===== config.mk =====
export PLATFORM = sky130hd
export DESIGN_NAME = operand_feeder
export DESIGN_NICKNAME = d
export VERILOG_FILES = /design/src/verilog/dot_engine_pkg.sv /design/src/verilog/operand_feeder.sv
export VERILOG_INCLUDE_DIRS = /design/src /design/src/verilog
export SDC_FILE = /design/constraint.sdc
export NUM_CORES = 1
export LEC_CHECK = 0
export ABC_AREA = 1
export BUFFER_PORTS_ARGS = -buffer_cell sky130_fd_sc_hd__buf_2
export CORE_MARGIN = 3
export CORE_UTILIZATION = 25
export CTS_CLUSTER_SIZE = 10
export DETAILED_ROUTE_END_ITERATION = 10
export GPL_TIMING_DRIVEN = 0
export HOLD_SLACK_MARGIN = 0.05
export PLACE_DENSITY = 0.53
export SYNTH_ARGS = -nofsm -noshare
export SYNTH_HDL_FRONTEND = slang
export SYNTH_SLANG_ARGS = --single-unit

===== constraint.sdc =====
create_clock -name clk -period 4.2 [get_ports clk]
set_input_delay 0.84 -clock clk [delete_from_list [all_inputs] [get_ports clk]]
set_output_delay 0.84 -clock clk [all_outputs]
set_load 0.005 [all_outputs]

===== src/verilog/dot_engine_macros.svh =====
/*
 * Dot-product engine build constants
 * Operand and accumulator widths, pipeline depths and the lane and
 * chunk counts shared by every block of the engine
 */

`ifndef DOT_ENGINE_MACROS_SVH
`define DOT_ENGINE_MACROS_SVH

// Width of one signed activation or weight element
`define DATA_WIDTH 8

// Register stages behind each multiplier and behind each adder level
`define MULT_LATENCY 4
`define TREE_DELAY 1

// Engine geometry
`define NUM_LANES 4
`define MAX_CHUNKS 4
`define ACC_WIDTH 24
`define CHUNK_IDX_WIDTH 2
`define LANE_IDX_WIDTH 2

// Feeder register, multiplier chain, dot2 adder and dot4 adder
`define PIPE_LATENCY (1 + `MULT_LATENCY + 2 * `TREE_DELAY)

`endif


===== src/verilog/dot_engine_pkg.sv =====
/*
 * Dot-product engine types
 * Packed bundles for operand vectors, per-lane operand pairs, beat
 * control and the accumulated lane sums
 */

`include "dot_engine_macros.svh"

package dot_engine_pkg;

   // -------------------------------------------------------------------------
   // Operand vectors
   // -------------------------------------------------------------------------

   // Four signed elements, e0 in the low byte so a row reads naturally in hex
   typedef struct packed {
      logic signed [`DATA_WIDTH-1:0] e3;
      logic signed [`DATA_WIDTH-1:0] e2;
      logic signed [`DATA_WIDTH-1:0] e1;
      logic signed [`DATA_WIDTH-1:0] e0;
   } operand_vec_t;

   // What one dot4 lane needs for a beat: the shared activation and its own weights
   typedef struct packed {
      operand_vec_t act;
      operand_vec_t wt;
   } lane_operands_t;

   // -------------------------------------------------------------------------
   // Control and results
   // -------------------------------------------------------------------------

   // Group markers ride along with the valid bit through the whole pipe
   typedef struct packed {
      logic valid;
      logic first;
      logic last;
   } beat_ctrl_t;

   typedef logic signed [`ACC_WIDTH-1:0] lane_sum_t;

endpackage


===== src/verilog/operand_feeder.sv =====
/*
 * Operand feeder
 * Holds one weight row per lane and chunk, tracks the chunk position
 * inside a group and registers the operand bundle of every lane
 */

`timescale 1ns/1ps
`include "dot_engine_macros.svh"

module operand_feeder
   import dot_engine_pkg::*;
(
   input  logic                                  clk,
   input  logic                                  rst_n,
   input  logic                                  ena,
   input  logic                                  wt_we,
   input  logic [`LANE_IDX_WIDTH-1:0]            wt_lane,
   input  logic [`CHUNK_IDX_WIDTH-1:0]           wt_chunk,
   input  operand_vec_t                          wt_row,
   input  beat_ctrl_t                            in_ctrl,
   input  operand_vec_t                          act,
   output lane_operands_t [`NUM_LANES-1:0]       lane_ops,
   output beat_ctrl_t                            ops_ctrl
);

   operand_vec_t                wt_mem [`NUM_LANES][`MAX_CHUNKS];
   logic [`CHUNK_IDX_WIDTH-1:0] chunk_cnt;
   logic [`CHUNK_IDX_WIDTH-1:0] cur_chunk;

   // Weight writes ignore ena, so rows can be loaded while the pipe is stalled
   always_ff @(posedge clk) begin
      if (wt_we) begin
         wt_mem[wt_lane][wt_chunk] <= wt_row;
      end
   end

   // -------------------------------------------------------------------------
   // Chunk position
   // -------------------------------------------------------------------------

   // A first beat always reads row zero, whatever the counter holds
   assign cur_chunk = in_ctrl.first ? '0 : chunk_cnt;

   always_ff @(posedge clk) begin
      if (!rst_n) begin
         chunk_cnt <= '0;
      end else if (ena && in_ctrl.valid) begin
         chunk_cnt <= in_ctrl.last ? '0 : cur_chunk + 1'b1;
      end
   end

   // -------------------------------------------------------------------------
   // Operand and control registers
   // -------------------------------------------------------------------------

   // Every lane gets the same activation next to its own weight row
   always_ff @(posedge clk) begin
      if (ena && in_ctrl.valid) begin
         for (int l = 0; l < `NUM_LANES; l++) begin
            lane_ops[l].act <= act;
            lane_ops[l].wt  <= wt_mem[l][cur_chunk];
         end
      end
   end

   always_ff @(posedge clk) begin
      if (!rst_n) begin
         ops_ctrl <= '0;
      end else if (ena) begin
         ops_ctrl <= in_ctrl;
      end
   end

   // The beat that reads the last chunk row must also close the group
   a_group_length : assert property (@(posedge clk) disable iff (!rst_n)
      (ena && in_ctrl.valid && cur_chunk == `MAX_CHUNKS - 1) |-> in_ctrl.last);

endmodule


# Word-level counts from Yosys, hierarchy flattened
# Memories as Yosys holds them, arrays and structs flattened.
# Index checks and enable logic that the tools add are counted.
[word_totals]
inputBits = 75
regBits = 165
latchBits = 0
n_memories = 1
elab_cells = 51
ramBits = 512
mem_bits_ro = 0
[op_classes]
mul = 0
eq_ne = 0
bitwise = 2
n_lt_le_gt_ge = 3
addsub = 1
div_mod_pow = 0
n_reduce_logical = 2
mux = 18
shift = 0
[mem_list]
columns = ["name", "words", "word_bits", "rd", "rd_ports_with_merged_regs", "wr", "line", "source"]
rows = [
  ["wt_mem", 4, 128, 4, 0, 1, "operand_feeder.sv:26", "operand_vec_t wt_mem [`NUM_LANES][`MAX_CHUNKS];"],
]
[op_table]
columns = ["cell", "n"]
rows = [
  ["two-way mux 32 bit", 9],
  ["binary-select mux 32 bit (select 2 bit)", 4],
  ["two-way mux 128 bit", 1],
  ["demux 32 bit (select 2 bit)", 1],
  ["greater-or-equal comparator 3 bit, second input constant", 2],
  ["NOT 2 -> 3 bit", 2],
  ["two-way mux 2 bit", 2],
  ["< comparator 3 x 1 -> 1 bit, second input constant", 1],
  ["adder 2 x 1 -> 2 bit, second input constant", 1],
  ["logical AND 1 bit", 2],
  ["two-way mux 1 bit", 1],
]

# Longest topological paths before layout
[depth]
ltp_word = 6
mapped_depth = 7

# Least setup slack after synthesis
# Ideal clock, no wire load.
[synth_timing]
kind = "input to register"
startpoint = "in in_ctrl[2] (netlist bit)"
endpoint = "reg lane_ops[0] (netlist bit), enable pin"
stages = 2
setup_time_ns = 0.512
setup_slack_ns = -0.355
path_buffers = 0
arrival_ns = 4.043
required_time_ns = 3.688
cell_sequence = "nand2_1 -> inv_1"
[synth_via]
elab_chain_len = 1
[synth_rtl]
columns = ["item", "line", "source"]
rows = [
  ["start: declaration", "operand_feeder.sv:20", "input beat_ctrl_t in_ctrl,"],
  ["logical AND 1 bit", "operand_feeder.sv:58", "if (ena && in_ctrl.valid) begin"],
  ["end: declaration", "operand_feeder.sv:22", "output lane_operands_t [`NUM_LANES-1:0] lane_ops,"],
]
# Every way passes these cells.
# A chain may end at the register's enable or synchronous reset.

==> metrics <==
status=complete, no violations; Avg Cell Area, Syn=14.5 µm²; minimum clock period=2.20 ns; Die X=329 µm; clock buffer depth=3; layout cells sized above 1=0.286; Syn. warnings=0; Final #Nets=2323; min-delay src=act[9]; CP Class=flip-flop to output port; Root Driver=clkbuf_16; max cap viols=0; RSZ-0062 raised after global routing=false; final wirelength=72.9 mm; cts bufs inserted=84; row cnt=117; Crit. End Element=output port; Clk pwr share=0.439; sequential power share=0.515; top post-synthesis cells by area=edfxtp_1 (77%), o211ai_1 (7.3%), nand2_1 (5.7%), inv_1 (3.8%), buf_4 (2.8%); DRT Pass-1 Iters=7; highest achievable clock rate=0.455 GHz; DRC errors left=0; # hold bufs at CTS=0; Final Wtd Congestion=0.737; CP Data Arrival Time=1.36 ns; Setup TNS=0 ns; CTS sink cnt=677; Core Area=103000 µm²; Slew @ Worst Pin=0.837 ns; Distinct cells, synth=16; CP max FO=4; Initial Utilization=0.254; Layout area overhead=24.5%; Worst-Skew Late Latency=0.63 ns; Wirelength per Cell=19.9 µm; CP max stage cell=edfxtp_1; Tot GR Track Use=0.132; Clock transition at path regs=0.05 ns; Syn Nets=1883; Final Util=0.317; Vias=15000; number of global-route vias before repair=14500; DP Wirelength=50.1 mm; Max-slew headroom=0.441; R2R Path End=lane_ops[152]$_DFFE_PP_; Final Hold Viols=0; max incr delay on CP=0.46 ns; P_sw=3.15 mW; leakage=12.8 nW; hold depth=1; post-synth top area share=0.772; register area share after synthesis=0.776; H-tree Lvls=3; 1st-iter DRT viols=1006; internal cell power=11.7 mW; Ports=334; Cells after Synth=1808; Combinational Power Share=0.046; antenna violations before repair=14; global route overflow=0; largest area contributor in the netlist=edfxtp_1; FF-to-FF Start=chunk_cnt[1]$_SDFFE_PN0P_; fillers=10100; synthesized area=26100 µm²; Vias/cell=4.11; Die Y=329 µm; min-delay worst type=input pin to flip-flop; Post-DRT Antenna Nets=0; setup bufs post-CTS=0; Worst Hold Path EP=lane_ops[233]$_DFFE_PP_; footprint of the multi-input gates=3680 µm²; worst endpoint required time=3.36 ns; total power=14.9 mW; CTS tree=done; post_cts resized=0; worst vdd ir=237 µV; leading cell types in the layout, fill and taps excluded=edfxtp_1 (672), nand2_1 (396), buf_2 (391), inv_1 (263), o211ai_1 (254); largest net degree at the start of global routing=34; die area=108000 µm²; port bufs=333; skew final=0.0174 ns; Pwr Density=458 nW/µm²; commonest non-fill, non-tap cell in the layout=edfxtp_1; #FFs+latches synth=677; Tcrit/Tclk final=0.523; storage element area=20300 µm²; CP Launch Type=flip-flop; R2R setup slack=2.39 ns; crit-path cells=buf_4, buf_2; Final Slew Violations=0; final setup fails=0; Sw Ratio=0.211; first-pass GRT wire length=103 mm; r2r worst-path depth=6
==> worst max path at each step <==
stage,from,end,slack (ns)
6_report,lane_ops[250]$_DFFE_PP_,lane_ops[122],2.00
5_1_grt,lane_ops[227]$_DFFE_PP_,lane_ops[99],1.91
4_1_cts,lane_ops[227]$_DFFE_PP_,lane_ops[227],1.93
3_5_place_dp,wt_chunk[0],wt_mem[0][61]$_DFFE_PP_,1.42
3_3_place_gp,ena,lane_ops[66]$_DFFE_PP_,-1.65
2_1_floorplan,in_ctrl[2],lane_ops[0]$_DFFE_PP_,0.42
==> power by group through the flow <==
stage	registers (mW)	clock network, mW	logic, mW
finish	7.68	6.54	0.678
global route	7.69	7.00	0.751
CTS	7.68	6.76	0.700
detailed placement	7.81	0	0.698
global placement	7.83	0	0.656
floorplan	7.82	0	0.275
==> state kept, by name (all words and copies together) (netlist names) <==
signal     cells
ops_ctrl       3
lane_ops     160
chunk_cnt      2
wt_mem       512
==> cell families (layout without fill, tap and decap cells) <==
| logic type | count (synthesis) | after routing | share of synthesized area |
|---|---|---|---|
| buffers and inverters | 445 | 924 | 0.0877 |
| AOI/OAI and AO/OA | 262 | 262 | 0.0745 |
| and+or+nand+nor | 424 | 424 | 0.0616 |
| other | 0 | 6 | 0 |
| DFF | 677 | 677 | 0.776 |
==> cell type report <==
cell class,count,area share
Antenna cell,6,0.000461
Buffer,180,0.0398
Clock buffer,101,0.0666
Clock inverter,24,0.00761
Inverter,265,0.0307
Multi-Input combinational cell,686,0.113
Sequential cell,677,0.623
Tap cell,1368,0.0526
Timing Repair Buffer,354,0.0660
==> per-stage QoR <==
| step | cells | worst slack, ns | hold WS (ns) | cell area (µm²) |
|---|---|---|---|---|
| 2_1_floorplan | 1808 | 0.416 | 0.455 | 26100 |
| 3_3_place_gp | 3509 | -1.65 | 0.452 | 29500 |
| 3_5_place_dp | 3530 | 1.42 | 0.455 | 30100 |
| 4_1_cts | 3655 | 1.93 | 0.339 | 32500 |
| 5_1_grt | 3655 | 1.91 | 0.355 | 32500 |
| 6_report | 3661 | 2.00 | 0.389 | 32500 |
==> layer usage <==
layer / part of all wire / routed length, µm / GRT usage / vias up
li1: - / - / - / 7164
met1: 0.43 / 31500 / 0.173 / 7332
met5: 0.00095 / 69 / 0 / -
met2: 0.48 / 34700 / 0.217 / 444
met3: 0.069 / 5000 / 0.0318 / 97
met4: 0.022 / 1620 / 0.0402 / 10
==> synthesized netlist by cell type, drive strengths merged <==
library cell,instances
o21ai,2
o211ai,254
clkbuf,1
dfxtp,5
edfxtp,672
nand2,397
buf,179
a21oi,6
nor2,20
inv,265
nand3,7
==> worst max-delay path, delay by kind of cell, from the launching register on <==
family | cells | cell delay, ns
buffers and inverters | 2 | 0.29
flip-flops | 1 | 0.46
No activity file was read; power rests on OpenSTA's default activity.
