<file path="src/verilog/dot_engine_macros.svh">
/*
 * Dot-product engine build constants
 * Operand and accumulator widths, pipeline depths and the lane and
 * chunk counts shared by every block of the engine
 */

`ifndef DOT_ENGINE_MACROS_SVH
`define DOT_ENGINE_MACROS_SVH

// Width of one signed activation or weight element
`define DATA_WIDTH 8

// Register stages behind each multiplier and behind each adder level
`define MULT_LATENCY 4
`define TREE_DELAY 1

// Engine geometry
`define NUM_LANES 4
`define MAX_CHUNKS 4
`define ACC_WIDTH 24
`define CHUNK_IDX_WIDTH 2
`define LANE_IDX_WIDTH 2

// Feeder register, multiplier chain, dot2 adder and dot4 adder
`define PIPE_LATENCY (1 + `MULT_LATENCY + 2 * `TREE_DELAY)

`endif

</file>
<file path="src/verilog/dot_engine_pkg.sv">
/*
 * Dot-product engine types
 * Packed bundles for operand vectors, per-lane operand pairs, beat
 * control and the accumulated lane sums
 */

`include "dot_engine_macros.svh"

package dot_engine_pkg;

   // -------------------------------------------------------------------------
   // Operand vectors
   // -------------------------------------------------------------------------

   // Four signed elements, e0 in the low byte so a row reads naturally in hex
   typedef struct packed {
      logic signed [`DATA_WIDTH-1:0] e3;
      logic signed [`DATA_WIDTH-1:0] e2;
      logic signed [`DATA_WIDTH-1:0] e1;
      logic signed [`DATA_WIDTH-1:0] e0;
   } operand_vec_t;

   // What one dot4 lane needs for a beat: the shared activation and its own weights
   typedef struct packed {
      operand_vec_t act;
      operand_vec_t wt;
   } lane_operands_t;

   // -------------------------------------------------------------------------
   // Control and results
   // -------------------------------------------------------------------------

   // Group markers ride along with the valid bit through the whole pipe
   typedef struct packed {
      logic valid;
      logic first;
      logic last;
   } beat_ctrl_t;

   typedef logic signed [`ACC_WIDTH-1:0] lane_sum_t;

endpackage

</file>
<file path="src/verilog/nbit_mlength_shift_register.sv">
/*
 * Enabled delay line
 * A chain of DEPTH registers of WIDTH bits that moves only while ena
 * is high, with a synchronous clear. DEPTH of zero passes d straight
 * through
 */

`timescale 1ns/1ps

module nbit_mlength_shift_register #(
   parameter int WIDTH = 8,
   parameter int DEPTH = 1
) (
   input  logic             clk,
   input  logic             rst_n,
   input  logic             ena,
   input  logic [WIDTH-1:0] d,
   output logic [WIDTH-1:0] q
);

   generate
      if (DEPTH == 0) begin : g_pass
         // No stages at all, the delay line collapses to a wire
         assign q = d;
      end else begin : g_chain
         logic [WIDTH-1:0] stage [DEPTH];

         always_ff @(posedge clk) begin
            if (!rst_n) begin
               for (int i = 0; i < DEPTH; i++) begin
                  stage[i] <= '0;
               end
            end else if (ena) begin
               // Every stage advances together, a stall freezes the whole chain
               stage[0] <= d;
               for (int i = 1; i < DEPTH; i++) begin
                  stage[i] <= stage[i-1];
               end
            end
         end

         // Oldest entry is the output
         assign q = stage[DEPTH-1];
      end
   endgenerate

endmodule

</file>
<file path="src/verilog/result_accumulator.sv">
/*
 * Result accumulator
 * Delays the beat control to line up with the lane results, sums each
 * lane over a group and pulses out_valid with the finished sums
 */

`timescale 1ns/1ps
`include "dot_engine_macros.svh"

module result_accumulator
   import dot_engine_pkg::*;
(
   input  logic                                      clk,
   input  logic                                      rst_n,
   input  logic                                      ena,
   input  beat_ctrl_t                                ops_ctrl,
   input  logic [`NUM_LANES-1:0][2*`DATA_WIDTH+1:0]  lane_res,
   output logic                                      out_valid,
   output lane_sum_t [`NUM_LANES-1:0]                out_sums
);

   beat_ctrl_t res_ctrl;

   // -------------------------------------------------------------------------
   // Control alignment
   // -------------------------------------------------------------------------

   // The feeder register is already behind ops_ctrl, so one stage less
   nbit_mlength_shift_register #(
      .WIDTH ($bits(beat_ctrl_t)),
      .DEPTH (`PIPE_LATENCY - 1)
   ) ctrl_delay_inst (
      .clk   (clk),
      .rst_n (rst_n),
      .ena   (ena),
      .d     (ops_ctrl),
      .q     (res_ctrl)
   );

   // -------------------------------------------------------------------------
   // Per-lane sums
   // -------------------------------------------------------------------------

   for (genvar l = 0; l < `NUM_LANES; l++) begin : g_lane
      lane_sum_t res_ext;
      lane_sum_t acc;
      lane_sum_t next_sum;
      lane_sum_t sum_q;

      assign res_ext  = lane_sum_t'($signed(lane_res[l]));
      // First beat of a group starts fresh, any other beat adds on
      assign next_sum = res_ctrl.first ? res_ext : acc + res_ext;

      always_ff @(posedge clk) begin
         if (ena && res_ctrl.valid) begin
            acc <= next_sum;
            if (res_ctrl.last) begin
               sum_q <= next_sum;
            end
         end
      end

      assign out_sums[l] = sum_q;
   end

   // Strobe is forced low on stalled cycles so one group gives one pulse
   always_ff @(posedge clk) begin
      if (!rst_n) begin
         out_valid <= 1'b0;
      end else begin
         out_valid <= ena && res_ctrl.valid && res_ctrl.last;
      end
   end

   // Group markers that reach this point must belong to a real beat
   a_ctrl_markers : assert property (@(posedge clk) disable iff (!rst_n)
      (ena && !res_ctrl.valid) |-> !(res_ctrl.first || res_ctrl.last));

endmodule

</file>
<file path="config.mk">
export PLATFORM = sky130hd
export DESIGN_NAME = result_accumulator
export DESIGN_NICKNAME = d
export VERILOG_FILES = /design/src/verilog/dot_engine_pkg.sv /design/src/verilog/nbit_mlength_shift_register.sv /design/src/verilog/result_accumulator.sv
export VERILOG_INCLUDE_DIRS = /design/src /design/src/verilog
export SDC_FILE = /design/constraint.sdc
export NUM_CORES = 1
export LEC_CHECK = 0
export BUFFER_PORTS_ARGS = -buffer_cell sky130_fd_sc_hd__buf_2
export CAP_MARGIN = 15
export CELL_PAD_IN_SITES_DETAIL_PLACEMENT = 1
export CELL_PAD_IN_SITES_GLOBAL_PLACEMENT = 1
export CORE_ASPECT_RATIO = 1.75
export CORE_UTILIZATION = 42
export CTS_CLUSTER_SIZE = 12
export DETAILED_ROUTE_END_ITERATION = 10
export PLACE_DENSITY = 0.86
export SLEW_MARGIN = 20
export SYNTH_ARGS = -nofsm -noshare
export SYNTH_HDL_FRONTEND = slang
export SYNTH_SLANG_ARGS = --single-unit
export TNS_END_PERCENT = 100
</file>
<file path="constraint.sdc">
create_clock -name clk -period 3.1 [get_ports clk]
set_input_delay 0.155 -clock clk [delete_from_list [all_inputs] [get_ports clk]]
set_output_delay 0.155 -clock clk [all_outputs]
set_load 0.02 [all_outputs]
</file>
* Yosys cells after proc, flatten, opt, wreduce, memory -nomap -nowiden
Memory sizes are Yosys's and may differ from the RTL's. Index checks and enable logic that the tools add are counted.
Word-level totals: register bits 193, word-level logic and storage cells 37, memories 1, output and inout bits 97, memory bits (writable) 18
Memories:
- ctrl_delay_inst.g_chain.stage | words 6, bits a word 3, read ports 6, clocked after memory_dff 0, write ports 6, RTL line nbit_mlength_shift_register.sv:26 | logic [WIDTH-1:0] stage [DEPTH];
Cells by class: multiplexer cells 14, bitwise operators 6, reductions and logical operators 3, add/subtract/negate cells 4
Operators by type and width (number):
- 24-bit by 18-bit adder with 24-bit output | 4
- 24-bit 2-to-1 mux | 4
- 3-bit 2-to-1 mux | 6
- 1-bit OR | 6
- 1-bit 2-to-1 mux | 4
- 1-bit logical AND | 2
- 2-bit AND reduction | 1

* Logic depth before layout (Yosys ltp)
Gate-level depths: netlist of the first run.
depth after elaboration 4, depth in mapped cells 11, depth with buffers taken out 11

* Hierarchy
A second synthesis of the first run with hierarchy kept.
Second synthesis, totals: cell total of the unflattened synthesis 1062, area, all modules 12007.8 um^2
Modules (own cells, without submodules):
- result_accumulator | instances 1, cells an instance 1023, area each 11319.6 um^2, seq. area each 5785.5 um^2
- nbit_mlength_shift_register | instances 1, cells an instance 39, area each 688.2 um^2, seq. area each 540.5 um^2

* Least setup slack after synthesis of the first run
No wires, ideal clock.
kind input to register, from input port ena, to register g_lane[0].acc[0] (enable), setup time 466 ps, data arrival time 2607 ps, stages on the path 2, slack 27 ps, cell sequence clkbuf_1 and2_1
On the way: word-level cells in the longest chain between the ends 1
Ends and longest elaborated chain:
- start: declaration | RTL line result_accumulator.sv:15 | input logic ena,
- 1-bit logical AND | RTL line result_accumulator.sv:55 | if (ena && res_ctrl.valid) begin
- end signal: assignment | RTL line result_accumulator.sv:56 | acc <= next_sum;
- end: declaration | RTL line result_accumulator.sv:46 | lane_sum_t acc;
No other way between the ends. A chain may end at the register's enable or synchronous reset.

* Worst setup path in the final report of the first run
from register g_lane[0].acc[0], to register g_lane[0].acc[18] (data pin)
On the way: word-level cells in the longest chain between the ends 2
Ends and longest elaborated chain:
- 24-bit by 18-bit adder with 24-bit output | RTL line result_accumulator.sv:52 | assign next_sum = res_ctrl.first ? res_ext : acc + res_ext;
- 24-bit 2-to-1 mux | RTL line result_accumulator.sv:52
- via g_lane[0].next_sum[18] | RTL line result_accumulator.sv:47 | lane_sum_t next_sum;
The timed path passes the listed nets, and every way through them passes these cells.

==> out/qor.txt, run 1 <==
pwr/cell area -> 513 nW/um^2
startpoint types -> flip-flop
Post-synth EDFFs -> 210
final wirelength -> 31,900 um
post-layout util -> 0.520
Storage cell area -> 6330 um^2
I/O Buffers -> 174
area fraction of the dominant cell type after synthesis -> 0.522
Hold EP -> g_lane[0].acc[7]
Via density -> 5.58
RSZ-0062 raised after global routing -> false
most frequent cells in the layout -> edfxtp_1 (210), buf_2 (174), o21ai_0 (121), nand2_1 (104), ha_1 (92)
Max Buffers Root-to-Sink -> 3
CP endpoint kind -> flip-flop
Synth warnings -> 0
CTS tree -> yes
final setup margin -> 0.286 ns
placed insts -> 1,587
post-synth top area cell -> edfxtp_1
register area share after synthesis -> 0.524
First DRT Iteration DRCs -> 346
Netlist cell types -> 69
Synth Register Bits -> 211
n_diodes -> 0
cts bufs inserted -> 23
area of the multi-input gates -> 5500 um^2
share of cells above drive strength 1 -> 0.182
critical path peak fanout -> 3
synthesized instance count -> 1,069
slowest stage delay, CP -> 0.38 ns
Post-DP HPWL -> 22,800 um
fin crit share -> 0.908
Arr. time, crit path -> 3.07 ns
Max-slew headroom -> 0.457
max cap viols -> 0
Hold Crit Depth -> 3
IO Count -> 175
Leak Pwr -> 5.83 nW
Clk Latency, worst-skew pair -> 0.53 ns
Power Total -> 7.49 mW
Die W -> 130 um
fillers -> 3,040
Syn Area/Cell -> 11.3 um^2
clock slew seen by the registers of the worst setup and hold paths -> 0.06 ns
Layout Skew -> 0.0153 ns
drt pass-1 iters -> 4
critical path required time -> 3.35 ns
Worst R2R Path Depth -> 11
DP Worst Slack -> 0.324 ns
Layout area overhead -> 20.9%
global-route usage over all layers -> 0.218
row count -> 81
Tightest Pin Transition -> 0.815 ns
fin. max-slew vios -> 0
nets -> 1,462
Finish-stage setup viols -> 0
GP Congestion -> 0.907
initial antenna violation count -> 0
Final Non-Filler Cells -> 1,674
FF-to-FF End -> g_lane[0].acc[18]
slowest CP cell -> edfxtp_1
Die Ht -> 226 um
clk sinks -> 211
H-tree depth -> 1
DR WL/cell -> 19.0 um
Final Cell Area -> 14,600 um^2
status -> complete, no violations
largest net degree at the start of global routing -> 85
root buffer cell -> clkbuf_16
starting density of the core -> 0.430
Top FF cell, synth -> edfxtp_1
# DRC -> 0
post-cts resize count -> 0
critical-path cell list -> ha_1, inv_1, fa_1, nor2b_1, o211ai_1, a21oi_1, nor4_1, nor2_1, a221oi_2, xor2_1, o21ai_1
origin of the critical flop-to-flop path -> g_lane[0].acc[0]
setup bufs post-CTS -> 0
hold_sp -> lane_res[7]
global-route wire length before repair -> 50,500 um
post-route setup TNS -> 0 ns
syn_nets -> 1,243
grt total ovfl -> 0
ys async rst share -> 0
crit path time final -> 2.81 ns
ANT nets after route -> 0
Synth area leaders -> edfxtp_1 (52%), ha_1 (9.5%), o21ai_0 (5.0%)
Crit Path Category -> flip-flop to flip-flop
Placed Instance Area -> 13,400 um^2
final hold vios -> 0
Die ar. -> 29,500 um^2
leading cell type in the layout, fill and taps excluded -> edfxtp_1
Worst setup startpoint -> g_lane[0].acc[0]
Syn Std Cell Area -> 12,100 um^2
number of global-route vias before repair -> 10,100
fmax -> 0.355 GHz
Hold Crit Class -> input port to flip-flop
core area -> 28,100 um^2
Final Hold Slack -> 0.0174 ns
Worst VDD drop -> 0.456 mV
R2R Setup Slk -> 0.29 ns
via count -> 9,345
## layer usage
| metal | routed length (um) | vias to the layer above | global-route usage |
|---|---|---|---|
| li1 | - | 4491 | - |
| met1 | 12100 | 4587 | 0.233 |
| met2 | 17400 | 194 | 0.417 |
| met3 | 1110 | 73 | 0.0283 |
| met4 | 1250 | 0 | 0.0971 |
| met5 | 0 | - | 0 |
## kinds of logic after synthesis
logic type / synth area share
compound gates: 0.182
xor+xnor: 0.0559
fa+ha+maj: 0.102
buf+inv: 0.0209
flops: 0.524
mux: 0.00549
simple gates: 0.109
## worst max-delay path by stage
| stage | endpoint | slack [ns] | cells past startpoint |
|---|---|---|---|
| floorplan | g_lane[0].acc[0] | 0.03 | 2 |
| global placement | g_lane[0].acc[17] | 0.36 | 9 |
| detailed placement | g_lane[0].acc[18] | 0.32 | 11 |
| CTS | g_lane[0].acc[18] | 0.29 | 11 |
| global route | g_lane[0].sum_q[12] | 0.08 | 11 |
| finish | g_lane[0].acc[18] | 0.29 | 11 |
## what timing repair did
| action | 4_1_cts | 5_1_grt |
|---|---|---|
| endpoints found under the setup margin | 0 | 0 |
| hold endpoints to repair | 95 | 0 |
| hold buffers | 49 | 0 |
## sequential cells by signal, indices dropped and copies added, names as in the netlist
register	count
ctrl_delay_inst.g_chain.stage	18
g_lane.sum_q	96
g_lane.acc	96
out_valid	1
## where the power goes
group	total, mW	switching, mW	internal [mW]
sequential	3.38	0.0321	3.35
combinational	1.39	0.832	0.556
clock	2.73	1.12	1.60
## Yosys cell counts (all sizes together) (11+ instances only)
library cell	n
a21o	45
a21oi	70
a31oi	12
and3	28
clkbuf	33
edfxtp	210
ha	92
inv	28
nand2	105
nand2b	18
nand3	18
nor2	35
nor3	11
o211ai	13
o21a	16
o21ai	131
xnor2	28
xor2	49
## layout make-up
type | instances | share of cell area
clock buffer | 29 | 0.0410
clock inverter | 9 | 0.00814
inverter | 28 | 0.00720
multi-input combinational | 792 | 0.377
sequential | 211 | 0.433
tap | 373 | 0.0320
timing repair buffer | 232 | 0.101
## worst max-delay path: cells and delay by family (launching register included)
| kind | cells | cell delay (ns) |
|---|---|---|
| fa+ha+maj | 2 | 0.45 |
| flops | 1 | 0.38 |
| simple gates | 3 | 0.57 |
| xor+xnor | 1 | 0.19 |
| buf+inv | 1 | 0.08 |
| compound gates | 4 | 0.85 |
Note: power is estimated with default switching activity, not from simulation.
==> run 2, diff against run 1 <==
Settings changed: CORE_UTILIZATION 42 to 50, PLACE_DENSITY 0.86 to 0.95.
Clock period 3.1 ns to 3.35 ns, I/O delays scaled along.
==> out/qor.txt, run 2 (synthesized netlist as in run 1, its figures left out) <==
nets -> 1,423 (-2.7%)
Die ar. -> 24,800 um^2 (-16%)
leading cell type in the layout, fill and taps excluded -> edfxtp_1
sw frac -> 0.272 (+0.00691)
most frequent cells in the layout -> edfxtp_1 (210), buf_2 (174), o21ai_0 (121), nand2_1 (104), ha_1 (92)
critical-path cell list -> ha_1, inv_1, fa_1, nor2b_1, o21ai_0, a21boi_0, o21a_1, o21bai_1, o21ai_0, xnor2_1, o21ai_0
Post-DP HPWL -> 24,000 um (+5.3%)
Hold Crit Depth -> 3 (unchanged)
# DRC -> 0 (unchanged)
final wirelength -> 33,900 um (+6.5%)
number of global-route vias before repair -> 10,600 (+4.9%)
Worst R2R Path Depth -> 11 (unchanged)
Switching Power -> 1.83 mW (-8.0%)
CP endpoint kind -> flip-flop
cts bufs inserted -> 22 (-4.3%)
Layout Skew -> 0.0152 ns (-0.000126 ns)
placed insts -> 1,517 (-4.4%)
Final Non-Filler Cells -> 1,564 (-6.6%)
CTS tree -> yes
Finish-stage setup viols -> 0 (unchanged)
fin crit share -> 0.908 (about the same)
post-route setup TNS -> 0 ns (unchanged)
Int Power -> 4.89 mW (-11%)
FF-to-FF End -> g_lane[1].acc[18]
starting density of the core -> 0.513 (+0.0833)
Worst VDD drop -> 0.434 mV (-4.8%)
crit path time final -> 3.04 ns (+0.227 ns)
final hold vios -> 0 (unchanged)
fmax -> 0.329 GHz (-7.5%)
startpoint types -> flip-flop
fillers -> 2,506 (-18%)
First DRT Iteration DRCs -> 504 (+46%)
ANT nets after route -> 0 (unchanged)
hold_sp -> lane_res[20]
Regs by FF count -> g_lane.acc (96), g_lane.sum_q (96), ctrl_delay_inst.g_chain.stage (18)
via count -> 9,567 (+2.4%)
sequential share of power -> 0.466 (+0.015)
Hold Crit Class -> input port to flip-flop
initial antenna violation count -> 3 (+3)
IO Count -> 175 (unchanged)
Die Ht -> 208 um (-8.3%)
Arr. time, crit path -> 3.27 ns (+0.20 ns)
pwr/cell area -> 478 nW/um^2 (-6.9%)
I/O Buffers -> 174 (unchanged)
global-route usage over all layers -> 0.276 (+0.0576)
row count -> 74 (-8.6%)
R2R Setup Slk -> 0.31 ns (+0.02 ns)
H-tree depth -> 1 (unchanged)
Leak Pwr -> 5.64 nW (-3.4%)
RSZ-0062 raised after global routing -> false
DR WL/cell -> 21.7 um (+14%)
Via density -> 6.12 (+9.6%)
Layout area overhead -> 16.4%
origin of the critical flop-to-flop path -> g_lane[1].acc[0]
GP Congestion -> 0.863 (-4.9%)
slowest stage delay, CP -> 0.56 ns (+0.18 ns)
fin. max-slew vios -> 0 (unchanged)
cell mode on critical path -> o21ai_0
Max-slew headroom -> 0.466 (+0.00950)
drt pass-1 iters -> 4 (unchanged)
clk sinks -> 211 (unchanged)
max cap viols -> 0 (unchanged)
Tightest Pin Transition -> 0.801 ns (-0.0142 ns)
Die W -> 119 um (-8.2%)
Max Buffers Root-to-Sink -> 3 (unchanged)
critical path required time -> 3.58 ns (+0.23 ns)
status -> complete, no violations
root buffer cell -> clkbuf_16
Clock power frac -> 0.342 (-0.022)
Hold EP -> g_lane[1].acc[2]
grt total ovfl -> 0 (unchanged)
Clk Latency, worst-skew pair -> 0.52 ns (about the same)
global-route wire length before repair -> 54,000 um (+7.0%)
largest net degree at the start of global routing -> 79 (-7.1%)
Crit Path Category -> flip-flop to flip-flop
share of cells above drive strength 1 -> 0.185 (+0.00319)
slowest CP cell -> a21boi_0
Gate power share -> 0.192 (+0.007)
clock slew seen by the registers of the worst setup and hold paths -> 0.06 ns (about the same)
core area -> 23,500 um^2 (-16%)
critical path peak fanout -> 5 (+2)
-- run 2: changes by cell type in the layout (fill, tap and decap cells not counted), sizes merged, moves of 2 or more --
cell	previous run	this run
dlygate4sd3	49	12
diode	0	3
bufinv	3	1
clkbuf	29	27
-- run 2: worst max-delay path by stage --
stage	from	cells past startpoint	endpoint	slack, ns
after global placement	g_lane[1].acc[0]	11	g_lane[1].sum_q[20]	0.59
after global routing	g_lane[1].acc[0]	11	g_lane[1].acc[18]	0.05
after CTS	g_lane[1].acc[0]	11	g_lane[1].acc[18]	0.38
after floorplan	ena	2	g_lane[0].acc[0]	0.26
final	g_lane[1].acc[0]	11	g_lane[1].acc[18]	0.31
after detailed placement	g_lane[1].acc[0]	11	g_lane[1].sum_q[20]	0.47
-- run 2: repair_timing --
item                                   CTS  global route
hold buffers                            12             0
setup endpoints to repair                0             0
endpoints found under the hold margin   21             0
buffers inserted                         0             0
gates resized for setup                  0             0
-- run 2: power by group through the flow --
stage | Clock [mW] | Combinational, mW | Sequential, mW
final | 2.30 | 1.29 | 3.13
after global routing | 2.42 | 1.41 | 3.14
after CTS | 2.34 | 1.28 | 3.13
after detailed placement | 0 | 1.25 | 3.19
after global placement | 0 | 1.16 | 3.18
after floorplan | 0 | 0.851 | 3.20
-- run 2: metal layers --
layer | GRT usage | vias up | wire length, um
met5 | 0 | - | 0
met4 | 0.165 | 0 | 1870
met3 | 0.0382 | 121 | 1310
met2 | 0.527 | 287 | 18900
met1 | 0.275 | 4754 | 11900
li1 | - | 4405 | -
-- run 2: final cells by class --
class	count	area, um^2	share of cell area
Antenna cell	3	7.51	0.000534
Clock buffer	27	591	0.0420
Clock inverter	5	46.3	0.00329
Inverter	28	105	0.00748
Multi-Input combinational cell	792	5500	0.391
Sequential cell	211	6330	0.450
Tap cell	304	380	0.0271
Timing Repair Buffer	194	1100	0.0783
-- run 2: per-stage QoR --
stage | utilization | power [mW] | hold slack [ns] | area, um^2 | setup slack [ns]
after floorplan | - | 4.05 | 0.375 | 12100 | 0.264
after global placement | 0.565 | 4.34 | 0.486 | 13300 | 0.591
after detailed placement | 0.565 | 4.43 | 0.489 | 13300 | 0.474
after CTS | 0.597 | 6.75 | 0.000252 | 14100 | 0.384
after global routing | 0.598 | 6.97 | 0.00477 | 14100 | 0.0458
final | 0.598 | 6.72 | 0.00687 | 14100 | 0.308
-- run 2: critical path: cells and delay by family, from the launching register on --
| kind | cells | cell delay (ns) |
|---|---|---|
| buffers and inverters | 1 | 0.06 |
| adders and majority gates | 2 | 0.58 |
| AOI/OAI and AO/OA | 6 | 1.47 |
| and+or+nand+nor | 1 | 0.12 |
| xor gates and xnor gates | 1 | 0.19 |
| DFF | 1 | 0.34 |
