--- src/verilog/dot_engine_macros.svh ---
/*
 * Dot-product engine build constants
 * Operand and accumulator widths, pipeline depths and the lane and
 * chunk counts shared by every block of the engine
 */

`ifndef DOT_ENGINE_MACROS_SVH
`define DOT_ENGINE_MACROS_SVH

// Width of one signed activation or weight element
`define DATA_WIDTH 8

// Register stages behind each multiplier and behind each adder level
`define MULT_LATENCY 4
`define TREE_DELAY 1

// Engine geometry
`define NUM_LANES 4
`define MAX_CHUNKS 4
`define ACC_WIDTH 24
`define CHUNK_IDX_WIDTH 2
`define LANE_IDX_WIDTH 2

// Feeder register, multiplier chain, dot2 adder and dot4 adder
`define PIPE_LATENCY (1 + `MULT_LATENCY + 2 * `TREE_DELAY)

`endif

--- src/verilog/dot_engine_pkg.sv ---
/*
 * Dot-product engine types
 * Packed bundles for operand vectors, per-lane operand pairs, beat
 * control and the accumulated lane sums
 */

`include "dot_engine_macros.svh"

package dot_engine_pkg;

   // -------------------------------------------------------------------------
   // Operand vectors
   // -------------------------------------------------------------------------

   // Four signed elements, e0 in the low byte so a row reads naturally in hex
   typedef struct packed {
      logic signed [`DATA_WIDTH-1:0] e3;
      logic signed [`DATA_WIDTH-1:0] e2;
      logic signed [`DATA_WIDTH-1:0] e1;
      logic signed [`DATA_WIDTH-1:0] e0;
   } operand_vec_t;

   // What one dot4 lane needs for a beat: the shared activation and its own weights
   typedef struct packed {
      operand_vec_t act;
      operand_vec_t wt;
   } lane_operands_t;

   // -------------------------------------------------------------------------
   // Control and results
   // -------------------------------------------------------------------------

   // Group markers ride along with the valid bit through the whole pipe
   typedef struct packed {
      logic valid;
      logic first;
      logic last;
   } beat_ctrl_t;

   typedef logic signed [`ACC_WIDTH-1:0] lane_sum_t;

endpackage

--- src/verilog/nbit_mlength_shift_register.sv ---
/*
 * Enabled delay line
 * A chain of DEPTH registers of WIDTH bits that moves only while ena
 * is high, with a synchronous clear. DEPTH of zero passes d straight
 * through
 */

`timescale 1ns/1ps

module nbit_mlength_shift_register #(
   parameter int WIDTH = 8,
   parameter int DEPTH = 1
) (
   input  logic             clk,
   input  logic             rst_n,
   input  logic             ena,
   input  logic [WIDTH-1:0] d,
   output logic [WIDTH-1:0] q
);

   generate
      if (DEPTH == 0) begin : g_pass
         // No stages at all, the delay line collapses to a wire
         assign q = d;
      end else begin : g_chain
         logic [WIDTH-1:0] stage [DEPTH];

         always_ff @(posedge clk) begin
            if (!rst_n) begin
               for (int i = 0; i < DEPTH; i++) begin
                  stage[i] <= '0;
               end
            end else if (ena) begin
               // Every stage advances together, a stall freezes the whole chain
               stage[0] <= d;
               for (int i = 1; i < DEPTH; i++) begin
                  stage[i] <= stage[i-1];
               end
            end
         end

         // Oldest entry is the output
         assign q = stage[DEPTH-1];
      end
   endgenerate

endmodule

--- src/verilog/dot2_alm.sv ---
/*
 * Signed dot2
 * Two signed products, each pipelined through MULT_LATENCY stages, then
 * a sign-extended add held for TREE_DELAY stages
 */

`timescale 1ns/1ps
`include "dot_engine_macros.svh"

module dot2_alm (
   input  logic                            clk,
   input  logic                            rst_n,
   input  logic                            ena,
   input  logic signed [`DATA_WIDTH-1:0]   a1,
   input  logic signed [`DATA_WIDTH-1:0]   a2,
   input  logic signed [`DATA_WIDTH-1:0]   b1,
   input  logic signed [`DATA_WIDTH-1:0]   b2,
   output logic signed [2*`DATA_WIDTH:0]   res
);

   // Full product width, -128 * -128 still fits as a positive value
   localparam int PROD_W = 2 * `DATA_WIDTH;

   logic signed [PROD_W-1:0] prod1;
   logic signed [PROD_W-1:0] prod2;
   logic signed [PROD_W-1:0] prod1_q;
   logic signed [PROD_W-1:0] prod2_q;
   logic signed [PROD_W:0]   sum;

   // -------------------------------------------------------------------------
   // Multipliers
   // -------------------------------------------------------------------------

   // Both operands are signed, so the products come out sign correct
   assign prod1 = a1 * b1;
   assign prod2 = a2 * b2;

   // The registers behind each product stand for the multiplier pipeline
   nbit_mlength_shift_register #(.WIDTH(PROD_W), .DEPTH(`MULT_LATENCY)) mult1_pipe_inst (
      .clk   (clk),
      .rst_n (rst_n),
      .ena   (ena),
      .d     (prod1),
      .q     (prod1_q)
   );

   nbit_mlength_shift_register #(.WIDTH(PROD_W), .DEPTH(`MULT_LATENCY)) mult2_pipe_inst (
      .clk   (clk),
      .rst_n (rst_n),
      .ena   (ena),
      .d     (prod2),
      .q     (prod2_q)
   );

   // -------------------------------------------------------------------------
   // Adder
   // -------------------------------------------------------------------------

   // One extra bit keeps the sum of two full-range products exact
   assign sum = prod1_q + prod2_q;

   nbit_mlength_shift_register #(.WIDTH(PROD_W + 1), .DEPTH(`TREE_DELAY)) sum_pipe_inst (
      .clk   (clk),
      .rst_n (rst_n),
      .ena   (ena),
      .d     (sum),
      .q     (res)
   );

endmodule

--- src/verilog/dot4_alm.sv ---
/*
 * Signed dot4 lane
 * Splits the operand bundle over two dot2 halves and adds their
 * sign-extended results behind one more TREE_DELAY stage
 */

`timescale 1ns/1ps
`include "dot_engine_macros.svh"

module dot4_alm
   import dot_engine_pkg::*;
(
   input  logic                            clk,
   input  logic                            rst_n,
   input  logic                            ena,
   input  lane_operands_t                  ops,
   output logic signed [2*`DATA_WIDTH+1:0] res
);

   logic signed [2*`DATA_WIDTH:0]   dot2_res [2];
   logic signed [2*`DATA_WIDTH+1:0] dot2_res_e [2];
   logic signed [2*`DATA_WIDTH+1:0] sum;

   // Low half works on elements 0 and 1
   dot2_alm dot2_lo_inst (
      .clk   (clk),
      .rst_n (rst_n),
      .ena   (ena),
      .a1    (ops.act.e0),
      .a2    (ops.act.e1),
      .b1    (ops.wt.e0),
      .b2    (ops.wt.e1),
      .res   (dot2_res[0])
   );

   // High half works on elements 2 and 3
   dot2_alm dot2_hi_inst (
      .clk   (clk),
      .rst_n (rst_n),
      .ena   (ena),
      .a1    (ops.act.e2),
      .a2    (ops.act.e3),
      .b1    (ops.wt.e2),
      .b2    (ops.wt.e3),
      .res   (dot2_res[1])
   );

   // Widen by one bit before the add so four full products never overflow
   assign dot2_res_e[0] = dot2_res[0];
   assign dot2_res_e[1] = dot2_res[1];
   assign sum           = dot2_res_e[0] + dot2_res_e[1];

   nbit_mlength_shift_register #(.WIDTH(2*`DATA_WIDTH + 2), .DEPTH(`TREE_DELAY)) dot4_pipe_inst (
      .clk   (clk),
      .rst_n (rst_n),
      .ena   (ena),
      .d     (sum),
      .q     (res)
   );

endmodule

--- config.mk ---
export PLATFORM = sky130hd
export DESIGN_NAME = dot4_alm
export DESIGN_NICKNAME = d
export VERILOG_FILES = /design/src/verilog/dot_engine_pkg.sv /design/src/verilog/nbit_mlength_shift_register.sv /design/src/verilog/dot2_alm.sv /design/src/verilog/dot4_alm.sv
export VERILOG_INCLUDE_DIRS = /design/src /design/src/verilog
export SDC_FILE = /design/constraint.sdc
export NUM_CORES = 1
export LEC_CHECK = 0
export ABC_CLOCK_PERIOD_IN_PS = 5800
export BUFFER_PORTS_ARGS = -buffer_cell sky130_fd_sc_hd__buf_2
export CAP_MARGIN = 20
export CORE_UTILIZATION = 30
export DETAILED_ROUTE_END_ITERATION = 12
export PLACE_DENSITY = 0.56
export SETUP_SLACK_MARGIN = 0.4
export SYNTH_ARGS = -nofsm -noshare
export SYNTH_HDL_FRONTEND = slang
export SYNTH_HIERARCHICAL = 1
export SYNTH_SLANG_ARGS = --single-unit
--- constraint.sdc ---
create_clock -name clk -period 5.8 [get_ports clk]
set_input_delay 1.16 -clock clk [delete_from_list [all_inputs] [get_ports clk]]
set_output_delay 1.16 -clock clk [all_outputs]
set_load 0.02 [all_outputs]
# ---- Yosys cells after proc, flatten, opt, wreduce, memory -nomap -nowiden
# Memory sizes are Yosys's and may differ from the RTL's.
# Cells that the tools add are included.
# Widths: inputs -> output; s select.
dict set report op_classes {
  add_sub_neg 3
  n_mul 4
  n_mux 26
  bitwise 16
  n_reduce_logical 3
}
# op count
set ops {}
lappend ops {{$mux 16} 16}
lappend ops {{$mul 8x8->16} 4}
lappend ops {{$add 16x16->17} 2}
lappend ops {{$mux 17} 2}
lappend ops {{$reduce_or 17->1} 2}
lappend ops {{$add 17x17->18} 1}
lappend ops {{$mux 18} 1}
lappend ops {{$reduce_or 18->1} 1}
lappend ops {{$or 1x1->1} 16}
lappend ops {{$mux 1} 7}
dict set report totals {
  ff_bits 0
  ram_bits 308
  input_bits 67
  wordCells 59
  n_memories 7
}
# memory words word_bits read_ports rd_ports_with_merged_regs wr line
set mem_list {}
lappend mem_list {dot2_hi_inst.mult1_pipe_inst.g_chain.stage 4 16 4 0 4 nbit_mlength_shift_register.sv:26} ;# logic [WIDTH-1:0] stage [DEPTH];
lappend mem_list {dot2_hi_inst.mult2_pipe_inst.g_chain.stage 4 16 4 0 4 nbit_mlength_shift_register.sv:26}
lappend mem_list {dot2_lo_inst.mult1_pipe_inst.g_chain.stage 4 16 4 0 4 nbit_mlength_shift_register.sv:26}
lappend mem_list {dot2_lo_inst.mult2_pipe_inst.g_chain.stage 4 16 4 0 4 nbit_mlength_shift_register.sv:26}
lappend mem_list {dot4_pipe_inst.g_chain.stage 1 18 1 0 1 nbit_mlength_shift_register.sv:26}
lappend mem_list {dot2_hi_inst.sum_pipe_inst.g_chain.stage 1 17 1 0 1 nbit_mlength_shift_register.sv:26}
lappend mem_list {{1 more memories} - - - - - -}

# ---- Depth between registers and ports, before layout
# Gate-level depths: netlist of the first run.
dict set report logic_depth {
  ltp_word 5
  ltp_mapped 17
}

# ---- Modules after synthesis
# The synthesis of the first run kept the hierarchy.
# module n_inst cells_each area_each_um2 seq_area_each_um2
set by_module_without_submodules {}
lappend by_module_without_submodules {{nbit_mlength_shift_register at dot2_hi_inst.mult1_pipe_inst ...} 4 143 2431.1 1921.8}
lappend by_module_without_submodules {{dot2_alm at dot2_hi_inst} 1 682 5825.6 0.0}
lappend by_module_without_submodules {{dot2_alm at dot2_lo_inst} 1 654 5695.5 0.0}
lappend by_module_without_submodules {{nbit_mlength_shift_register at dot2_hi_inst.sum_pipe_inst ...} 2 37 650.6 510.5}
lappend by_module_without_submodules {dot4_alm 1 116 890.9 0.0}
lappend by_module_without_submodules {{nbit_mlength_shift_register at dot4_pipe_inst} 1 39 688.2 540.5}

# ---- Worst setup path after synthesis of the first run
# No wires, ideal clock.
dict set report synth_path {
  path_kind {input-to-reg}
  from {in ops[8] in the netlist's numbering}
  to {mem dot2_lo_inst/mult2_pipe_inst/g_chain.stage[0][15] in the netlist's numbering (data pin)}
  t_arrival_ns 5.033
  path_slack_ns 0.511
  stages 16
  path_cell_list {and2_1 ha_1 inv_1 fa_1 inv_1 fa_1 inv_1 fa_1 inv_1 ha_1 a2111oi_0 o21ai_0 a221oi_1 o21ai_0 xnor2_1 and3_2}
}
# item line
set synth_lines {}
lappend synth_lines {{start: declaration} dot4_alm.sv:16} ;# input lane_operands_t ops,
lappend synth_lines {{end: declaration} nbit_mlength_shift_register.sv:26}

==> flow_summary.yaml, run 1 <==
run_status:
  outcome: "finished, final reports clean"
clocking:
  worstSkewPairLatency_ns: 0.52
  cts_max_level: 2
  cts-root-buf: "clkbuf_16"
  cts_setup_buffers: 0
  cts-hold-fix-buffers: 0
  cts_tree: "built"
  cts_resized: 0
  numCtsBuffers: 35
  cts_max_path_buffers: 3
  cts.sinks: 308
  clk_pin_slew_ns: 0.05
finish:
  syn_to_final_growth_pct: 10.48
  diodes: 0
  post-route-util_pct: 33.63
  finalInstanceArea_mm2: 0.02665
  final_layout_size_suffix_gt1_share_pct: 10.19
  finalNetCount: 2661
yosys:
  synth_area_mm2: 0.02413
  synth_edf_count: 308
  ys_ff_latch: 308
  synth_warnings: 6
  synthDistinctLibCells: 65
  synthArstFlopShare_pct: 0
  syn_avg_cell_area_um2: 11.29
  synth_flop_cell: "edfxtp_1"
  postSynthCellCount: 2137
  syn_nets: 2592
  seq_area_frac_synth_pct: 38.34
sta:
  min_period_ns: 5.101
  drv_slew: 0
  period_share_pct: 87.94
  fmax_mhz: 196.0
  finClkSkew_ns: 0.01575
  hold_viol: 0
  finalSetupTns_ns: 0
  tightest_slew_ns: 0.7980
  rsz0062_at_grt: "no"
  setup_slack_ns: 0.6992
  relSlewSlack_pct: 46.80
  setup_viol: 0
route:
  ant_nets: 0
  post-route-drc-count: 0
  post_drt_wl_per_cell_um: 13.50
  wl_um: 44260
  vias: 14930
  dr.pass1.iters: 7
  drt_iter0_markers: 711
  avgViaCountPerCell: 4.555
critical_path:
  worstSetupPathType: "input port to flip-flop"
  cp_top_family: "adder cells"
  crit_path_end_kind: "flip-flop"
  slowest_stage: "fa_1"
  worst-path-buf-inv: 4
  cp_cell_sequence: "buf_2 -> nand2_1 -> inv_1 -> fa_1 -> fa_1 -> fa_1 -> inv_1 -> fa_1 -> inv_1 -> ha_1 -> a2111oi_1 -> o21ai_1 -> a221oi_2 -> o21ai_0 -> xnor2_1 -> and3_2"
  crit_path_start_kind: "input port"
  cp_slowest_stage_delay_ns: 0.50
  cp.required_ns: 6.07
  crit_path_max_fanout: 8
  crit_cells: 16
  ff2ff_path_depth: 10
  crit_arrival_ns: 5.37
  critPathMostFrequentCell: "fa_1"
place:
  hpwl_um: 33590
  place_congestion: 0.8318
  place_area_mm2: 0.02556
  pre_cts_slack_ns: 0.02359
  io_buffer_count: 84
die:
  core_mm2: 0.07926
  die_h_um: 285.6
  start_util_pct: 30.44
  rows: 103
  dieArea_mm2: 0.08156
  die_x_um: 285.6
  ios: 85
min_path:
  whs_path_depth: 1
  hold_path_class: "flip-flop to flip-flop"
global_routing:
  grt_pass1_vias: 15390
  grt.total_usage_pct: 10.88
  grt_max_degree: 202
  antenna_found_initial: 0
  grt_overflow: 0
  grt_pass1_wl_um: 74310
job:
  max_cap_violations: 0
power_and_ir_drop:
  p_leak_nw: 12.64
  peakVddDrop_mv: 0.1743
  power.density_mw_per_mm2: 344.0
state kept, by name (all words and copies together), names as in the netlist:
register and cells:
dot2_hi_inst/mult1_pipe_inst/g_chain.stage 64, dot2_hi_inst/mult2_pipe_inst/g_chain.stage 64, dot2_hi_inst/sum_pipe_inst/g_chain.stage 17, dot2_lo_inst/mult1_pipe_inst/g_chain.stage 64, dot2_lo_inst/mult2_pipe_inst/g_chain.stage 64, dot2_lo_inst/sum_pipe_inst/g_chain.stage 17
dot4_pipe_inst/g_chain.stage 18
placed cells by master (no fill, tap or decap), types with 44 or more instances in the layout:
| cell type | count |
|---|---|
| xnor2_1 | 84 |
| nand2_1 | 76 |
| buf_2 | 82 |
| inv_1 | 353 |
| edfxtp_1 | 308 |
| fa_1 | 223 |
| a21oi_1 | 56 |
| and3_2 | 62 |
| and3_1 | 253 |
| and2_1 | 177 |
| nor2_1 | 44 |
| ha_1 | 165 |
cell type report:
cell class                      instances  area (µm²)
Sequential cell                       308        9249
Inverter                              353        1325
Tap cell                             1050        1314
Multi-Input combinational cell       1412       13140
Fill cell                            7954       52600
Timing Repair Buffer                   96       560.5
Clock buffer                           42       902.1
Clock inverter                         17       160.2
power breakdown:
group | internal [mW] | leakage [nW] | switching (mW)
clock | 1.20 | 0.516 | 0.853
sequential | 2.82 | 3.39 | 0.0777
combinational | 1.94 | 8.73 | 2.28
total | 5.96 | 12.6 | 3.21
worst paths after layout:
check	start	end	slack, ns
worst max-delay path	ops[10]	flip-flop	0.70
worst min-delay path	flip-flop	flip-flop	0.55
worst max register to register	flip-flop	flip-flop	3.10
worst min register to register	flip-flop	flip-flop	0.55
cell usage after synthesis, types with 5 or more instances:
cell      number  area (µm²)
o21ai_1       13       65.06
a211oi_1      13       97.59
nor3_1        11       55.05
nand3_1       11       55.05
nand2b_1      19       118.9
a31oi_1        7       43.79
xnor2_1       84       735.7
mux2i_1        6       60.06
nor2_1        44       165.2
xor2_1        17       148.9
and2_1       177        1107
and3_2        62       465.5
o21bai_1       9       67.56
inv_1        353        1325
a21oi_1       56       280.3
buf_6          7       78.83
buf_2         26       130.1
and3_1       253        1583
nor2b_1       31       193.9
ha_1         165        2064
o21ai_0       32       160.2
buf_4         27       202.7
fa_1         223        4464
a21o_1        22       165.2
or3_1          5       31.28
o211ai_1      10       75.07
edfxtp_1     308        9249
nand2_1       76       285.3
o21a_1        13       97.59
per-layer routing:
layer	track usage, %	vias up	part of all wire (%)
met2	18.98	176	49
met5	0	-	0
met1	14.42	7380	47
met3	1.324	45	2.9
met4	2.259	0	1.5
li1	-	7331	-
logic make-up (layout without fill, tap and decap cells):
kind of cell,after synthesis,in the layout,share of synthesized area (%)
multiplexers,9,9,0.3890
adder cells (fa/ha/maj),388,388,27.06
AO/OA/AOI/OAI,211,211,6.037
AND/OR/NAND/NOR,703,703,17.25
flip-flops,308,308,38.34
XOR/XNOR,101,101,3.667
buffers and inverters,417,508,7.261
through the flow:
stage / cells / total power [mW] / hold WS (ns)
floorplan: 2137 / 6.319 / 0.5346
global placement: 3217 / 7.155 / 0.5456
detailed placement: 3218 / 7.217 / 0.5436
CTS: 3277 / 9.312 / 0.5537
global route: 3278 / 9.987 / 0.5585
finish: 3278 / 9.169 / 0.5503
No activity file was read; power rests on OpenSTA's default activity.
==> run 2: changes to the inputs <==
Settings changed: CTS_BUF_LIST from default to sky130_fd_sc_hd__clkbuf_8.
==> flow_summary.yaml, run 2 (synthesized netlist as in run 1, its figures left out) <==
route:
  drt_iter0_markers: 683
  post-route-drc-count: 0
  post_drt_wl_per_cell_um: 13.43
  ant_nets: 0
  wl_um: 44490
  vias: 15010
  avgViaCountPerCell: 4.531
  dr.pass1.iters: 5
sta:
  period_share_pct: 88.48
  setup_viol: 0
  finClkSkew_ns: 0.03422
  min_period_ns: 5.132
  fmax_mhz: 194.9
  hold_viol: 0
  finalSetupTns_ns: 0
  relSlewSlack_pct: 48.43
  tightest_slew_ns: 0.7735
  rsz0062_at_grt: "no"
  setup_slack_ns: 0.6679
  whs_ns: 0.5439
  drv_slew: 0
clocking:
  worstSkewPairLatency_ns: 0.63
  clk_pin_slew_ns: 0.06
  cts-root-buf: "clkbuf_8"
  cts-hold-fix-buffers: 0
  cts_max_path_buffers: 3
  numCtsBuffers: 52
  cts_resized: 0
  cts_max_level: 2
  cts_tree: "built"
  cts_setup_buffers: 0
  cts.sinks: 308
place:
  io_buffer_count: 84
  place_congestion: 0.8318
  dp_cells: 3218
  hpwl_um: 33590
  place_area_mm2: 0.02556
  pre_cts_slack_ns: 0.02359
power_and_ir_drop:
  p_leak_nw: 12.68
  power_mw: 8.859
  peakVddDrop_mv: 0.1483
  power.density_mw_per_mm2: 333.9
global_routing:
  grt_overflow: 0
  grt_pass1_vias: 15550
  antenna_found_initial: 1
  grt_max_degree: 202
  grt.total_usage_pct: 11.00
  grt_pass1_wl_um: 74880
critical_path:
  crit_path_max_fanout: 8
  crit_path_end_kind: "flip-flop"
  crit_arrival_ns: 5.50
  worstSetupPathType: "input port to flip-flop"
  crit_path_start_kind: "input port"
  cp.required_ns: 6.17
finish:
  syn_to_final_growth_pct: 9.952
  final_cell_mix: "373 x inv_1, 308 x edfxtp_1, 253 x and3_1"
  post-route-util_pct: 33.47
  finalNetCount: 2678
  final_cells: 3312
  finalInstanceArea_mm2: 0.02653
  final_common_cell: "inv_1"
  final_layout_size_suffix_gt1_share_pct: 10.75
die:
  die_h_um: 285.6
  core_mm2: 0.07926
  dieArea_mm2: 0.08156
  ios: 85
  start_util_pct: 30.44
  rows: 103
  die_x_um: 285.6
run_status:
  outcome: "finished, final reports clean"
min_path:
  hold_path_class: "flip-flop to flip-flop"
job:
  max_cap_violations: 0
==> run 2: cell types whose count changed in the layout (fill, tap and decap cells not counted), moves of 2 or more <==
cell	previous run	this run
clkbuf_1	7	0
clkbuf_16	35	0
clkbuf_8	0	52
clkinv_1	6	9
clkinv_8	2	0
inv_1	353	373
==> run 2: metal layers <==
metal	vias up	part of all wire (%)	track usage, %
li1	7366	-	-
met1	7410	46	14.36
met2	180	49	19.08
met3	52	3.0	1.683
met4	0	1.5	2.567
met5	-	0	0
==> run 2: path summary, 6_finish.rpt <==
check | endpoint | slack [ns] | startpoint | depth (start not counted)
hold reg to reg | flip-flop | 0.54 | flip-flop | 1
hold / removal | flip-flop | 0.54 | flip-flop | 1
setup reg to reg | flip-flop | 3.11 | flip-flop | 10
setup / recovery | flip-flop | 0.67 | ops[8] | 17
==> run 2: final cells by class <==
type / instances / area, µm²
clock buffer: 52 / 715.7
multi-input combinational: 1412 / 13140
tap: 1050 / 1314
sequential: 308 / 9249
timing repair buffer: 96 / 560.5
inverter: 353 / 1325
fill: 7996 / 52730
antenna: 1 / 2.502
clock inverter: 40 / 225.2
==> run 2: power breakdown <==
part | total, mW | switching (mW) | leakage [nW] | internal (mW)
clock network | 1.76 | 0.869 | 0.554 | 0.892
registers | 2.90 | 0.0780 | 3.39 | 2.82
logic | 4.20 | 2.26 | 8.73 | 1.93
==> run 2: worst max-delay path, cell delays in order <==
cell       delay [ns]
buf_2            0.14
and2_1           0.19
ha_1             0.32
inv_1            0.13
fa_1             0.53
inv_1            0.06
fa_1             0.54
inv_1            0.05
fa_1             0.47
inv_1            0.04
ha_1             0.33
a2111oi_0        0.45
o21ai_0          0.22
a221oi_1         0.34
o21ai_0          0.18
xnor2_1          0.14
and3_2           0.21
==> run 3: changes to the inputs <==
Settings changed: CELL_PAD_IN_SITES_DETAIL_PLACEMENT from default to 1, CELL_PAD_IN_SITES_GLOBAL_PLACEMENT from default to 1, PLACE_DENSITY 0.56 to 0.63, SLEW_MARGIN from default to 10.
==> flow_summary.yaml, run 3 (synthesized netlist as in run 1, its figures left out) <==
power_and_ir_drop:
  peakVddDrop_mv: 0.1583
  power.density_mw_per_mm2: 342.6
  p_leak_nw: 12.65
sta:
  finalSetupTns_ns: 0
  finClkSkew_ns: 0.03577
  setup_viol: 0
  rsz0062_at_grt: "no"
  period_share_pct: 86.60
  tightest_slew_ns: 0.9122
  hold_viol: 0
  relSlewSlack_pct: 39.19
  setup_slack_ns: 0.7774
  fmax_mhz: 199.1
  drv_slew: 0
  min_period_ns: 5.023
global_routing:
  grt.total_usage_pct: 12.24
  grt_pass1_vias: 17020
  antenna_found_initial: 0
  grt_pass1_wl_um: 83090
  grt_max_degree: 125
  grt_overflow: 0
route:
  drt_iter0_markers: 536
  avgViaCountPerCell: 4.608
  vias: 15270
  post_drt_wl_per_cell_um: 14.85
  wl_um: 49210
  ant_nets: 0
  dr.pass1.iters: 6
  post-route-drc-count: 0
clocking:
  numCtsBuffers: 52
  cts.sinks: 308
  clk_pin_slew_ns: 0.06
  cts_max_level: 2
  worstSkewPairLatency_ns: 0.62
  cts_tree: "built"
  cts-hold-fix-buffers: 0
  cts_resized: 0
  cts-root-buf: "clkbuf_8"
  cts_max_path_buffers: 3
  cts_setup_buffers: 0
min_path:
  whs_path_depth: 1
  hold_path_class: "flip-flop to flip-flop"
job:
  max_cap_violations: 0
critical_path:
  cp.required_ns: 6.17
  crit_path_start_kind: "input port"
  regToRegSetupSlack_ns: 2.91
  ff2ff_path_depth: 8
  crit_path_end_kind: "flip-flop"
  crit_path_max_fanout: 8
  crit_path_start: "ops[8]"
  worstSetupPathType: "input port to flip-flop"
  crit_arrival_ns: 5.39
finish:
  finalInstanceArea_mm2: 0.02656
  diodes: 0
  final_cell_mix: "362 x inv_1, 308 x edfxtp_1, 253 x and3_1"
  syn_to_final_growth_pct: 10.08
  finalNetCount: 2679
  final_common_cell: "inv_1"
  final_layout_size_suffix_gt1_share_pct: 10.95
  final_cells: 3314
die:
  rows: 103
  die_h_um: 285.6
  ios: 85
  dieArea_mm2: 0.08156
  die_x_um: 285.6
  start_util_pct: 30.44
  core_mm2: 0.07926
place:
  dp_cells: 3220
  io_buffer_count: 84
  place_congestion: 0.8435
  hpwl_um: 37920
  place_area_mm2: 0.02555
  pre_cts_slack_ns: 0.1071
run_status:
  outcome: "finished, final reports clean"
==> run 3: cell types whose count changed in the layout (fill, tap and decap cells not counted), sizes merged <==
cell and change:
clkinv +10, bufinv +2, clkinvlp +1, buf +1, inv -12, clkbuf +1
diode -1
==> run 3: area by class of cell <==
type | instances | area (µm²)
Clock buffer | 53 | 729.5
Clock inverter | 41 | 274.0
Fill cell | 8786 | 52700
Inverter | 353 | 1325
Multi-Input combinational cell | 1412 | 13140
Sequential cell | 308 | 9249
Tap cell | 1050 | 1314
Timing Repair Buffer | 97 | 530.5
==> run 3: power by group <==
part           switching [mW]  internal [mW]
sequential             0.0844           2.82
combinational            2.38           1.94
clock                   0.871          0.993
total                    3.34           5.76
==> run 3: how the worst max path moves through the flow <==
stage                      to  depth (start not counted)
finish              flip-flop                         17
global route        flip-flop                         17
CTS                 flip-flop                         17
detailed placement  flip-flop                         17
global placement    flip-flop                         17
floorplan           flip-flop                         16
==> run 3: worst max-delay path, stage by stage <==
cell	delay (ns)
buf_2	0.14
and2_1	0.19
ha_1	0.33
inv_1	0.14
fa_1	0.52
inv_1	0.06
fa_1	0.53
inv_1	0.05
fa_1	0.47
inv_1	0.04
ha_1	0.33
a2111oi_0	0.39
o21ai_0	0.19
a221oi_1	0.33
o21ai_0	0.17
xnor2_1	0.14
and3_2	0.21
==> run 3: per-stage QoR <==
step	util (%)	hold WS, ns	total power, mW
final	33.51	0.5559	9.099
after global routing	33.51	0.5716	9.972
after CTS	33.51	0.5559	9.296
after detailed placement	32.24	0.5465	7.365
after global placement	32.24	0.5411	7.220
after floorplan	-	0.5346	6.319
==> run 3: metal layers <==
layer / wire length [µm] / GRT usage, %
met5: 0 / 0
met4: 1503 / 4.425
met3: 1328 / 1.619
met2: 24620 / 22.04
met1: 21760 / 14.85
